==> config.mk <==
export PLATFORM = sky130hd
export DESIGN_NAME = williams_io_top
export DESIGN_NICKNAME = d
export VERILOG_FILES = /design/src/design/williams_pkg.sv /design/src/design/pad_if.sv /design/src/design/williams_io_top.sv /design/src/design/audio_mixer.sv /design/src/design/video_blank.sv /design/src/design/game_input_map.sv /design/src/design/stick_quantize.sv /design/src/design/pad_merge.sv
export VERILOG_INCLUDE_DIRS = /design/src /design/src/design
export SDC_FILE = /design/constraint.sdc
export NUM_CORES = 1
export LEC_CHECK = 0
export BUFFER_PORTS_ARGS = -buffer_cell sky130_fd_sc_hd__buf_2
export CAP_MARGIN = 10
export CORE_ASPECT_RATIO = 1.5
export CORE_MARGIN = 4
export CORE_UTILIZATION = 30
export CTS_CLUSTER_DIAMETER = 50
export CTS_CLUSTER_SIZE = 10
export DETAILED_ROUTE_END_ITERATION = 8
export PLACE_DENSITY_LB_ADDON = 0.3
export SLEW_MARGIN = 20
export SYNTH_ARGS = -nofsm -noshare
export SYNTH_HDL_FRONTEND = slang
export SYNTH_HIERARCHICAL = 1
export SYNTH_SLANG_ARGS = --single-unit
==> constraint.sdc <==
create_clock -name clk_sys -period 7.4 [get_ports clk_sys]
set_clock_uncertainty 0.1 [all_clocks]
set_input_delay 0.37 -clock clk_sys [delete_from_list [all_inputs] [get_ports clk_sys]]
set_output_delay 0.37 -clock clk_sys [all_outputs]
set_load 0.02 [all_outputs]
==> src/design/williams_cfg.svh <==
// Widths, thresholds and pad bit indices of the Williams I/O glue that each design file includes
`ifndef WILLIAMS_CFG_SVH
`define WILLIAMS_CFG_SVH

// Pad word layout with one bit per control
`define WIO_PAD_W        16
`define WIO_BIT_RIGHT    0
`define WIO_BIT_LEFT     1
`define WIO_BIT_DOWN     2
`define WIO_BIT_UP       3
`define WIO_BIT_FIRE_A   4
`define WIO_BIT_FIRE_B   5
`define WIO_BIT_FIRE_C   6
`define WIO_BIT_FIRE_D   7
`define WIO_BIT_FIRE_E   8
`define WIO_BIT_FIRE_F   9
`define WIO_BIT_START1   10
`define WIO_BIT_START2   11
`define WIO_BIT_COIN     12
`define WIO_BIT_ADVANCE  13
`define WIO_BIT_AUTOUP   14

// Analog stick word is {y, x} as two signed bytes
`define WIO_ANA_W        16

// Configuration port
`define WIO_CFG_W        8
`define WIO_GAME_INDEX   1

// Sinistar stick quantizer
`define WIO_STICK_T1     32
`define WIO_STICK_T2     64
`define WIO_STICK_T3     96
`define WIO_STICK_CENTER 7

// Video timing with horizontal values in half-pixel-counter units
`define WIO_CNT_W        11
`define WIO_HB_START     336
`define WIO_HB_END       40
`define WIO_VB_START     254
`define WIO_VB_END       14

// Audio path
`define WIO_DAC_W        8
`define WIO_AUD_W        16
`define WIO_AVG_LOG2     8

`endif
==> src/design/williams_pkg.sv <==
// Game select and control-mode types shared by the input mapping, the audio mixer and the testbench
package williams_pkg;

	// Game select as loaded from the configuration port
	typedef enum logic [7:0] {
		robotron = 8'd0,
		joust    = 8'd1,
		splat    = 8'd2,
		bubbles  = 8'd3,
		stargate = 8'd4,
		alienar  = 8'd5,
		sinistar = 8'd6,
		playball = 8'd7
	} game_e;

	// Control scheme derived from the option port
	// Fire-E only exists on Stargate, twin stick only on Robotron
	typedef enum logic [1:0] {
		ctrl_single    = 2'd0,
		ctrl_move_fire = 2'd1,
		ctrl_twin      = 2'd2,
		ctrl_fire_e    = 2'd3
	} ctrl_mode_e;

endpackage

==> src/design/pad_if.sv <==
// Pad bundle from the merge stage to the stick quantizer and the per-game input mapping
`include "williams_cfg.svh"

interface pad_if;

	// Raw pad of each player
	logic [`WIO_PAD_W-1:0] pad1;
	logic [`WIO_PAD_W-1:0] pad2;

	// Both players ORed together
	logic [`WIO_PAD_W-1:0] pad_or;

	// Stick of the last active player
	logic signed [7:0] ana_x;
	logic signed [7:0] ana_y;

	modport src (output pad1, pad2, pad_or, ana_x, ana_y);
	modport dst (input pad1, pad2, pad_or, ana_x, ana_y);

endinterface

==> src/design/williams_io_top.sv <==
// Top level of the Williams control, video timing and audio glue; wires the stages together
`include "williams_cfg.svh"

module williams_io_top (
	input  logic                  clk_sys,
	input  logic                  reset,
	input  logic [`WIO_PAD_W-1:0] joy1,
	input  logic [`WIO_PAD_W-1:0] joy2,
	input  logic [`WIO_ANA_W-1:0] ana1,
	input  logic [`WIO_ANA_W-1:0] ana2,
	input  logic                  cfg_wr,
	input  logic [`WIO_CFG_W-1:0] cfg_index,
	input  logic [`WIO_CFG_W-1:0] cfg_data,
	input  logic [1:0]            ctrl_opt,
	input  logic                  sg_state,
	input  logic                  hs,
	input  logic                  vs,
	input  logic [`WIO_DAC_W-1:0] dac_in,
	input  logic [`WIO_AUD_W-1:0] speech_in,
	output logic [7:0]            ja,
	output logic [7:0]            jb,
	output logic [2:0]            btn,
	output logic [1:0]            sw_low,
	output logic                  blitter_sc2,
	output logic                  sinistar_mode,
	output logic                  landscape,
	output logic                  hblank,
	output logic                  vblank,
	output logic                  ce_pix,
	output logic [`WIO_AUD_W-1:0] audio_l
);

	williams_pkg::game_e game;
	logic [3:0]          pos_x;
	logic [3:0]          pos_y;

	pad_if pads ();

	pad_merge u_pad_merge (
		.clk_sys (clk_sys),
		.reset   (reset),
		.joy1    (joy1),
		.joy2    (joy2),
		.ana1    (ana1),
		.ana2    (ana2),
		.pads    (pads.src)
	);

	stick_quantize u_stick_quantize (
		.pads  (pads.dst),
		.pos_x (pos_x),
		.pos_y (pos_y)
	);

	game_input_map u_game_input_map (
		.clk_sys       (clk_sys),
		.reset         (reset),
		.pads          (pads.dst),
		.pos_x         (pos_x),
		.pos_y         (pos_y),
		.cfg_wr        (cfg_wr),
		.cfg_index     (cfg_index),
		.cfg_data      (cfg_data),
		.ctrl_opt      (ctrl_opt),
		.sg_state      (sg_state),
		.game          (game),
		.ja            (ja),
		.jb            (jb),
		.btn           (btn),
		.sw_low        (sw_low),
		.blitter_sc2   (blitter_sc2),
		.sinistar_mode (sinistar_mode),
		.landscape     (landscape)
	);

	video_blank u_video_blank (
		.clk_sys (clk_sys),
		.reset   (reset),
		.hs      (hs),
		.vs      (vs),
		.hblank  (hblank),
		.vblank  (vblank),
		.ce_pix  (ce_pix)
	);

	audio_mixer u_audio_mixer (
		.clk_sys   (clk_sys),
		.reset     (reset),
		.game      (game),
		.dac_in    (dac_in),
		.speech_in (speech_in),
		.audio_l   (audio_l)
	);

endmodule

==> src/design/audio_mixer.sv <==
// Averages the sound DAC, boosts Sinistar speech with saturation and mixes both into the output
`include "williams_cfg.svh"

module audio_mixer (
	input  logic                  clk_sys,
	input  logic                  reset,
	input  williams_pkg::game_e   game,
	input  logic [`WIO_DAC_W-1:0] dac_in,
	input  logic [`WIO_AUD_W-1:0] speech_in,
	output logic [`WIO_AUD_W-1:0] audio_l
);

	localparam int acc_w = `WIO_DAC_W + `WIO_AVG_LOG2;

	logic [`WIO_AVG_LOG2-1:0] cnt;
	logic [acc_w-1:0]         accum;
	logic [acc_w-1:0]         accum_sum;
	logic [`WIO_DAC_W-1:0]    average;
	logic signed [15:0]       speech_s;
	logic signed [17:0]       speech_x4;
	logic signed [15:0]       speech_sat;
	logic [15:0]              speech_term;
	logic [16:0]              mix;

	////////////////////////////////////////////////////////////////////////////
	// Boxcar average of the DAC over 256 clocks
	////////////////////////////////////////////////////////////////////////////

	assign accum_sum = accum + acc_w'(dac_in);

	always_ff @(posedge clk_sys) begin
		if (reset) begin
			cnt     <= '0;
			accum   <= '0;
			average <= '0;
		end else begin
			cnt <= cnt + 1'b1;
			if (&cnt) begin
				// Last sample joins the sum, then divide by 256
				average <= accum_sum[acc_w-1 -: `WIO_DAC_W];
				accum   <= '0;
			end else begin
				accum <= accum_sum;
			end
		end
	end

	////////////////////////////////////////////////////////////////////////////
	// Speech boost
	////////////////////////////////////////////////////////////////////////////

	// Offset binary to two's complement
	assign speech_s  = $signed({~speech_in[15], speech_in[14:0]});
	assign speech_x4 = $signed({speech_s, 2'b00});

	always_comb begin
		if (speech_x4 > 18'sd32767) begin
			speech_sat = 16'sh7fff;
		end else if (speech_x4 < -18'sd32768) begin
			speech_sat = 16'sh8000;
		end else begin
			speech_sat = speech_x4[15:0];
		end
	end

	assign speech_term = (game == williams_pkg::sinistar) ?
	                     {~speech_sat[15], speech_sat[14:0]} : speech_in;

	// Average sits in the top byte of the mix
	assign mix     = {1'b0, average, 8'h00} + {1'b0, speech_term};
	assign audio_l = {2'b00, mix[16:3]};

endmodule

==> src/design/video_blank.sv <==
// Derives the pixel enable and the HBlank and VBlank flags from the board's sync pulses
`include "williams_cfg.svh"

module video_blank (
	input  logic clk_sys,
	input  logic reset,
	input  logic hs,
	input  logic vs,
	output logic hblank,
	output logic vblank,
	output logic ce_pix
);

	localparam logic [`WIO_CNT_W-2:0] hb_start = (`WIO_CNT_W-1)'(`WIO_HB_START);
	localparam logic [`WIO_CNT_W-2:0] hb_end   = (`WIO_CNT_W-1)'(`WIO_HB_END);
	localparam logic [`WIO_CNT_W-1:0] vb_start = `WIO_CNT_W'(`WIO_VB_START);
	localparam logic [`WIO_CNT_W-1:0] vb_end   = `WIO_CNT_W'(`WIO_VB_END);

	logic [`WIO_CNT_W-1:0] pcnt;
	logic [`WIO_CNT_W-1:0] lcnt;
	logic                  hs_d;
	logic                  vs_d;

	always_ff @(posedge clk_sys) begin
		if (reset) begin
			pcnt   <= '0;
			lcnt   <= '0;
			hs_d   <= 1'b0;
			vs_d   <= 1'b0;
			hblank <= 1'b0;
			vblank <= 1'b0;
		end else begin
			hs_d <= hs;
			// Both counters hold at all ones if sync goes missing
			if (~&pcnt) pcnt <= pcnt + 1'b1;

			// vs only looked at on line starts
			if (hs & ~hs_d) begin
				pcnt <= '0;
				vs_d <= vs;
				if (vs & ~vs_d) begin
					lcnt <= '0;
				end else if (~&lcnt) begin
					lcnt <= lcnt + 1'b1;
				end
			end

			if (pcnt[`WIO_CNT_W-1:1] == hb_start) hblank <= 1'b1;
			if (pcnt[`WIO_CNT_W-1:1] == hb_end)   hblank <= 1'b0;
			if (lcnt == vb_start) vblank <= 1'b1;
			if (lcnt == vb_end)   vblank <= 1'b0;
		end
	end

	// One pixel every two system clocks
	assign ce_pix = pcnt[0];

endmodule

==> src/design/game_input_map.sv <==
// Holds the game select and registers the active-low JA, JB and BTN words and board flags per game
`include "williams_cfg.svh"

module game_input_map (
	input  logic                  clk_sys,
	input  logic                  reset,
	pad_if.dst                    pads,
	input  logic [3:0]            pos_x,
	input  logic [3:0]            pos_y,
	input  logic                  cfg_wr,
	input  logic [`WIO_CFG_W-1:0] cfg_index,
	input  logic [`WIO_CFG_W-1:0] cfg_data,
	input  logic [1:0]            ctrl_opt,
	input  logic                  sg_state,
	output williams_pkg::game_e   game,
	output logic [7:0]            ja,
	output logic [7:0]            jb,
	output logic [2:0]            btn,
	output logic [1:0]            sw_low,
	output logic                  blitter_sc2,
	output logic                  sinistar_mode,
	output logic                  landscape
);

	localparam logic [`WIO_CFG_W-1:0] game_index = `WIO_CFG_W'(`WIO_GAME_INDEX);

	williams_pkg::ctrl_mode_e mode;
	logic [`WIO_PAD_W-1:0]    p1;
	logic [`WIO_PAD_W-1:0]    p2;
	logic [`WIO_PAD_W-1:0]    pm;
	logic [3:0]               dir1;
	logic [3:0]               dir2;
	logic [3:0]               dir_m;
	logic [3:0]               fire_m;
	logic                     sg_mid;
	logic                     sg_low;
	logic [7:0]               ja_next;
	logic [7:0]               jb_next;
	logic [2:0]               btn_next;
	logic                     sc2_next;
	logic                     sin_next;
	logic                     land_next;

	assign p1 = pads.pad1;
	assign p2 = pads.pad2;
	assign pm = pads.pad_or;

	// Directions packed as {right, left, down, up}
	assign dir1  = {p1[`WIO_BIT_RIGHT], p1[`WIO_BIT_LEFT], p1[`WIO_BIT_DOWN], p1[`WIO_BIT_UP]};
	assign dir2  = {p2[`WIO_BIT_RIGHT], p2[`WIO_BIT_LEFT], p2[`WIO_BIT_DOWN], p2[`WIO_BIT_UP]};
	assign dir_m = {pm[`WIO_BIT_RIGHT], pm[`WIO_BIT_LEFT], pm[`WIO_BIT_DOWN], pm[`WIO_BIT_UP]};

	// Robotron fire buttons laid out as a second stick
	assign fire_m = {pm[`WIO_BIT_FIRE_A], pm[`WIO_BIT_FIRE_D],
	                 pm[`WIO_BIT_FIRE_B], pm[`WIO_BIT_FIRE_C]};

	always_comb begin
		if (game == williams_pkg::stargate && ctrl_opt == 2'b10) begin
			mode = williams_pkg::ctrl_fire_e;
		end else if (game == williams_pkg::robotron && ctrl_opt[1]) begin
			mode = williams_pkg::ctrl_twin;
		end else if (ctrl_opt[0]) begin
			mode = williams_pkg::ctrl_move_fire;
		end else begin
			mode = williams_pkg::ctrl_single;
		end
	end

	// Stargate thrust and reverse steered by the ship direction in move-with-fire mode
	assign sg_mid = (mode == williams_pkg::ctrl_fire_e)    ? pm[`WIO_BIT_FIRE_E] :
	                (mode == williams_pkg::ctrl_move_fire) ?
	                (sg_state ? pm[`WIO_BIT_RIGHT] : pm[`WIO_BIT_LEFT]) :
	                (pm[`WIO_BIT_LEFT] | pm[`WIO_BIT_RIGHT]);
	assign sg_low = (mode == williams_pkg::ctrl_move_fire) ?
	                (sg_state ? pm[`WIO_BIT_LEFT] : pm[`WIO_BIT_RIGHT]) : pm[`WIO_BIT_FIRE_B];

	////////////////////////////////////////////////////////////////////////////
	// Per-game packing into active-low words
	////////////////////////////////////////////////////////////////////////////

	always_comb begin
		ja_next   = 8'hff;
		jb_next   = 8'hff;
		btn_next  = {pm[`WIO_BIT_START1], pm[`WIO_BIT_START2], pm[`WIO_BIT_COIN]};
		sc2_next  = 1'b0;
		sin_next  = 1'b0;
		land_next = 1'b1;
		case (game)
			williams_pkg::robotron: begin
				ja_next = ~{(mode == williams_pkg::ctrl_twin)      ? dir2  :
				            (mode == williams_pkg::ctrl_move_fire) ? dir_m : fire_m,
				            (mode == williams_pkg::ctrl_twin)      ? dir1  : dir_m};
				jb_next = ja_next;
			end
			williams_pkg::joust: begin
				btn_next = {pm[`WIO_BIT_START2], pm[`WIO_BIT_START1], pm[`WIO_BIT_COIN]};
				ja_next  = ~{5'b00000, p1[`WIO_BIT_FIRE_A], p1[`WIO_BIT_RIGHT], p1[`WIO_BIT_LEFT]};
				jb_next  = ~{5'b00000, p2[`WIO_BIT_FIRE_A], p2[`WIO_BIT_RIGHT], p2[`WIO_BIT_LEFT]};
			end
			williams_pkg::splat: begin
				sc2_next = 1'b1;
				ja_next  = ~{(mode == williams_pkg::ctrl_move_fire) ? dir1 :
				             {p1[`WIO_BIT_FIRE_A], p1[`WIO_BIT_FIRE_D],
				              p1[`WIO_BIT_FIRE_B], p1[`WIO_BIT_FIRE_C]}, dir1};
				jb_next  = ~{(mode == williams_pkg::ctrl_move_fire) ? dir2 :
				             {p2[`WIO_BIT_FIRE_A], p2[`WIO_BIT_FIRE_D],
				              p2[`WIO_BIT_FIRE_B], p2[`WIO_BIT_FIRE_C]}, dir2};
			end
			williams_pkg::bubbles: begin
				btn_next = {pm[`WIO_BIT_START2], pm[`WIO_BIT_START1], pm[`WIO_BIT_COIN]};
				ja_next  = ~{4'b0000, dir_m};
				jb_next  = ja_next;
			end
			williams_pkg::stargate: begin
				btn_next = {pm[`WIO_BIT_START2], pm[`WIO_BIT_START1], pm[`WIO_BIT_COIN]};
				ja_next  = ~{pm[`WIO_BIT_FIRE_F], pm[`WIO_BIT_UP], pm[`WIO_BIT_DOWN], sg_mid,
				             pm[`WIO_BIT_FIRE_D], pm[`WIO_BIT_FIRE_C], sg_low, pm[`WIO_BIT_FIRE_A]};
				jb_next  = ja_next;
			end
			williams_pkg::alienar: begin
				ja_next = ~{2'b00, p1[`WIO_BIT_FIRE_B], p1[`WIO_BIT_FIRE_A], dir1};
				jb_next = ~{2'b00, p2[`WIO_BIT_FIRE_B], p2[`WIO_BIT_FIRE_A], dir2};
			end
			williams_pkg::sinistar: begin
				sin_next  = 1'b1;
				land_next = 1'b0;
				ja_next   = ~{pos_x, pos_y};
				jb_next   = ja_next;
			end
			williams_pkg::playball: begin
				land_next = 1'b0;
				btn_next  = {2'b00, pm[`WIO_BIT_COIN]};
				ja_next   = ~{4'b0000, pm[`WIO_BIT_START2], pm[`WIO_BIT_RIGHT],
				              pm[`WIO_BIT_LEFT], pm[`WIO_BIT_START1]};
				jb_next   = ja_next;
			end
			default: begin
				btn_next = 3'b000;
			end
		endcase
	end

	always_ff @(posedge clk_sys) begin
		if (reset) begin
			game          <= williams_pkg::robotron;
			ja            <= 8'hff;
			jb            <= 8'hff;
			btn           <= 3'b000;
			sw_low        <= 2'b00;
			blitter_sc2   <= 1'b0;
			sinistar_mode <= 1'b0;
			landscape     <= 1'b1;
		end else begin
			if (cfg_wr && cfg_index == game_index) begin
				game <= williams_pkg::game_e'(cfg_data);
			end
			ja            <= ja_next;
			jb            <= jb_next;
			btn           <= btn_next;
			sw_low        <= {pm[`WIO_BIT_ADVANCE], pm[`WIO_BIT_AUTOUP]};
			blitter_sc2   <= sc2_next;
			sinistar_mode <= sin_next;
			landscape     <= land_next;
		end
	end

endmodule

==> src/design/stick_quantize.sv <==
// Converts the analog stick, or the digital directions at rest, into Sinistar's position codes
`include "williams_cfg.svh"

module stick_quantize (
	pad_if.dst         pads,
	output logic [3:0] pos_x,
	output logic [3:0] pos_y
);

	localparam logic signed [8:0] t1 = 9'(`WIO_STICK_T1);
	localparam logic signed [8:0] t2 = 9'(`WIO_STICK_T2);
	localparam logic signed [8:0] t3 = 9'(`WIO_STICK_T3);
	localparam logic [3:0] center = 4'(`WIO_STICK_CENTER);

	logic signed [8:0] x_ext;
	logic signed [8:0] y_neg;
	logic [3:0]        ana_code_x;
	logic [3:0]        ana_code_y;
	logic [3:0]        dig_code_x;
	logic [3:0]        dig_code_y;

	// Threshold table of the x axis; y uses it on the negated value
	function automatic logic [3:0] axis_code(input logic signed [8:0] v);
		logic [3:0] code;
		if (v < -t3)       code = 4'd0;
		else if (v < -t2)  code = 4'd4;
		else if (v < -t1)  code = 4'd6;
		else if (v > t3)   code = 4'd8;
		else if (v > t2)   code = 4'd9;
		else if (v > t1)   code = 4'd11;
		else               code = center;
		return code;
	endfunction

	// Nine bits so that -128 negates cleanly
	assign x_ext = pads.ana_x;
	assign y_neg = -$signed({pads.ana_y[7], pads.ana_y});

	assign ana_code_x = axis_code(x_ext);
	assign ana_code_y = axis_code(y_neg);

	// Digital fallback
	assign dig_code_x = pads.pad_or[`WIO_BIT_LEFT]  ? 4'd0 :
	                    pads.pad_or[`WIO_BIT_RIGHT] ? 4'd8 : center;
	assign dig_code_y = pads.pad_or[`WIO_BIT_DOWN]  ? 4'd0 :
	                    pads.pad_or[`WIO_BIT_UP]    ? 4'd8 : center;

	assign pos_x = (ana_code_x == center) ? dig_code_x : ana_code_x;
	assign pos_y = (ana_code_y == center) ? dig_code_y : ana_code_y;

endmodule

==> src/design/pad_merge.sv <==
// Merges the two player pads and forwards the analog stick of whoever moved last
`include "williams_cfg.svh"

module pad_merge (
	input  logic                  clk_sys,
	input  logic                  reset,
	input  logic [`WIO_PAD_W-1:0] joy1,
	input  logic [`WIO_PAD_W-1:0] joy2,
	input  logic [`WIO_ANA_W-1:0] ana1,
	input  logic [`WIO_ANA_W-1:0] ana2,
	pad_if.src                    pads
);

	logic                  player2;
	logic [`WIO_ANA_W-1:0] ana_sel;

	// Last active player with priority to player 1 when both press
	always_ff @(posedge clk_sys) begin
		if (reset) begin
			player2 <= 1'b0;
		end else if (|joy1) begin
			player2 <= 1'b0;
		end else if (|joy2) begin
			player2 <= 1'b1;
		end
	end

	assign ana_sel = player2 ? ana2 : ana1;

	assign pads.pad1   = joy1;
	assign pads.pad2   = joy2;
	assign pads.pad_or = joy1 | joy2;

	// Low byte is x, high byte is y
	assign pads.ana_x = $signed(ana_sel[7:0]);
	assign pads.ana_y = $signed(ana_sel[15:8]);

endmodule

==> results.toml <==
[pwr]
switching_power_mw = 0.409
power_mw = 1.32
p_comb_share_pct = 22.9
swShare_pct = 30.9
p_per_area_nw_per_um2 = 183
p_leak_nw = 2.99
p_int_mw = 0.915
peakVddDrop_v = 0.000144
pwr-share-seq_pct = 40.4
power_frac_clock_pct = 36.7

[setup_path]
rrSetupSlack_ns = 4.26
crit_path_start_kind = "flop"
crit_start = "u_game_input_map/game[2]"
r2r-end = "u_game_input_map/jb[2]"
crit_slowest_cell = "dfxtp_1"
path_cells = "nor4bb_1 > nand2_1 > mux2_1 > ha_1 > inv_1 > fa_1 > nor2b_1 > o21ai_0 > nand2b_1 > a311oi_1 > xnor2_1 > buf_2"
crit_cells = 12
cp_max_fo = 23
end_kind = "primary output"
rr_worst_depth = 10
arrival_ns = 4.09
crit_path_max_incr_delay_ns = 0.79
worstPathRequired_ns = 6.93
endpoint = "audio_l[11]"
reg2reg_from = "u_pad_merge/player2"
path_buf_inv = 2
crit_family = "simple AND/OR/NAND/NOR gates"
worst-setup-path-type = "flop to primary output"

[clock_network]
path_clk_slew_ns = 0.07
cts_buffers = 9
cts_root_buf = "clkbuf_16"
cts_tree = "done"
clkLatencyLatePin_ns = 0.35
htreeDepth = 3
cts_resized = 0
clockBufferDepth = 2
post-cts-setup-buffers = 0
cts_sinks = 91
ctsHoldBuffers = 0

[timing]
fin_ws_ns = 2.84
drv_slew = 0
fin_crit_sh_pct = 61.6
rsz0062_at_grt = "false"
final.setup.tns_ns = 0
setup_viol = 0
worst_pin_slew_ns = 1.00
max_freq_mhz = 219
period_needed_ns = 4.56
hold_viol = 0
relSlewSlack_pct = 32.7

[routing]
drt-total-wl_mm = 17.4
drt-vias-per-instance = 5.20
ant_nets = 0
firstDrtPassIters = 5
avgRoutedWirePerCell_um = 15.5
initialDrtViolationCount = 342
vias = 5818
drc = 0

[finish]
multi_input_area_sq_um = 3950
final_cell_mix = "buf_2, dfxtp_1, nor2_1, a21oi_1, nand2_1"
layout-drive-gt1-share_pct = 29.0
syn2layout_area_growth_pct = 17.7
nNetsFinal = 983
fin_util_pct = 35.7
final_common_cell = "buf_2"
fillers = 2139
seq_area_sq_um = 1820

[run]
drv_cap = 0

[floorplanning]
floorplan.initialDensity_pct = 30.3
pin_count = 155
fp.dieArea_sq_um = 23000
rows = 64
die_x_um = 125
core_area_sq_um = 20300
die_h_um = 184

[grt]
antenna_found_initial = 3
grt_pass1_wl_mm = 27.5
grt_max_degree = 46
grt_overflow = 0
grt_usage_pct = 14.6
grt_pass1_vias = 5552

[place]
post-place-ws_ns = 3.19
globalplace.congestion = 0.859
dp_hpwl_mm = 13.6
port_buffers = 151

[logic_synthesis]
synth_warnings = 6
synth_area_sq_um = 6170
syn_avg_cell_area_sq_um = 8.37
postSynthCellCount = 737

[run_status]
status = "finished clean"

[hold_path]
hold_path_class = "input port to flop"
## cell type report
cell class                 instances  share of cell area, %
inverter                          21                   1.09
tap                              264                   4.55
multi-input combinational        572                   54.4
clock inverter                     7                   1.17
clock buffer                       9                   3.10
sequential                        91                   25.1
timing repair buffer             152                   10.5
antenna                            2                 0.0690
## worst min path at each step
stage                          from                       end  cells after the start
6_report                cfg_data[7]  u_game_input_map/game[7]                      3
5_1_grt                 cfg_data[5]  u_game_input_map/game[5]                      3
4_1_cts                 cfg_data[7]  u_game_input_map/game[7]                      3
3_5_place_dp   u_audio_mixer/cnt[0]      u_audio_mixer/cnt[0]                      1
3_3_place_gp   u_audio_mixer/cnt[0]      u_audio_mixer/cnt[0]                      1
2_1_floorplan  u_audio_mixer/cnt[0]      u_audio_mixer/cnt[0]                      1
## flip-flops by register name, summed over array words and instances (netlist names)
register,cells
u_audio_mixer/accum,16
u_video_blank/lcnt,11
u_video_blank/pcnt,11
u_audio_mixer/average,8
u_audio_mixer/cnt,8
u_game_input_map/game,8
u_game_input_map/ja,8
u_game_input_map/jb,8
u_game_input_map/btn,3
u_game_input_map/sw_low,2
u_game_input_map/blitter_sc2,1
u_game_input_map/landscape,1
u_game_input_map/sinistar_mode,1
u_pad_merge/player2,1
u_video_blank/hblank,1
u_video_blank/hs_d,1
u_video_blank/vblank,1
u_video_blank/vs_d,1
## metrics by stage
step	hold slack [ns]	instances	area [sq um]
2_1_floorplan	0.318	738	6170
3_3_place_gp	0.332	1100	6940
3_5_place_dp	0.344	1100	6940
4_1_cts	0.138	1116	7250
5_1_grt	0.153	1117	7250
6_report	0.153	1118	7260
## metal layers
layer  track usage, %  vias to the layer above  wire length (um)
met1             15.3                     2705              6620
met5                0                        -                11
met4             7.03                        2               485
met3             3.05                       34              1060
met2             27.5                      188              9190
li1                 -                     2889                 -
## power groups by stage
stage | Sequential (mW) | Clock [mW] | Combinational [mW]
final | 0.535 | 0.486 | 0.304
after floorplan | 0.555 | 0 | 0.210
after global routing | 0.538 | 0.519 | 0.341
after CTS | 0.535 | 0.505 | 0.306
after detailed placement | 0.546 | 0 | 0.304
after global placement | 0.545 | 0 | 0.300
## worst min-delay path, stage by stage
cell     delay (ns)
buf_2          0.08
mux2i_1        0.05
nor2_1         0.07
Power figures use the tool's default switching activity.
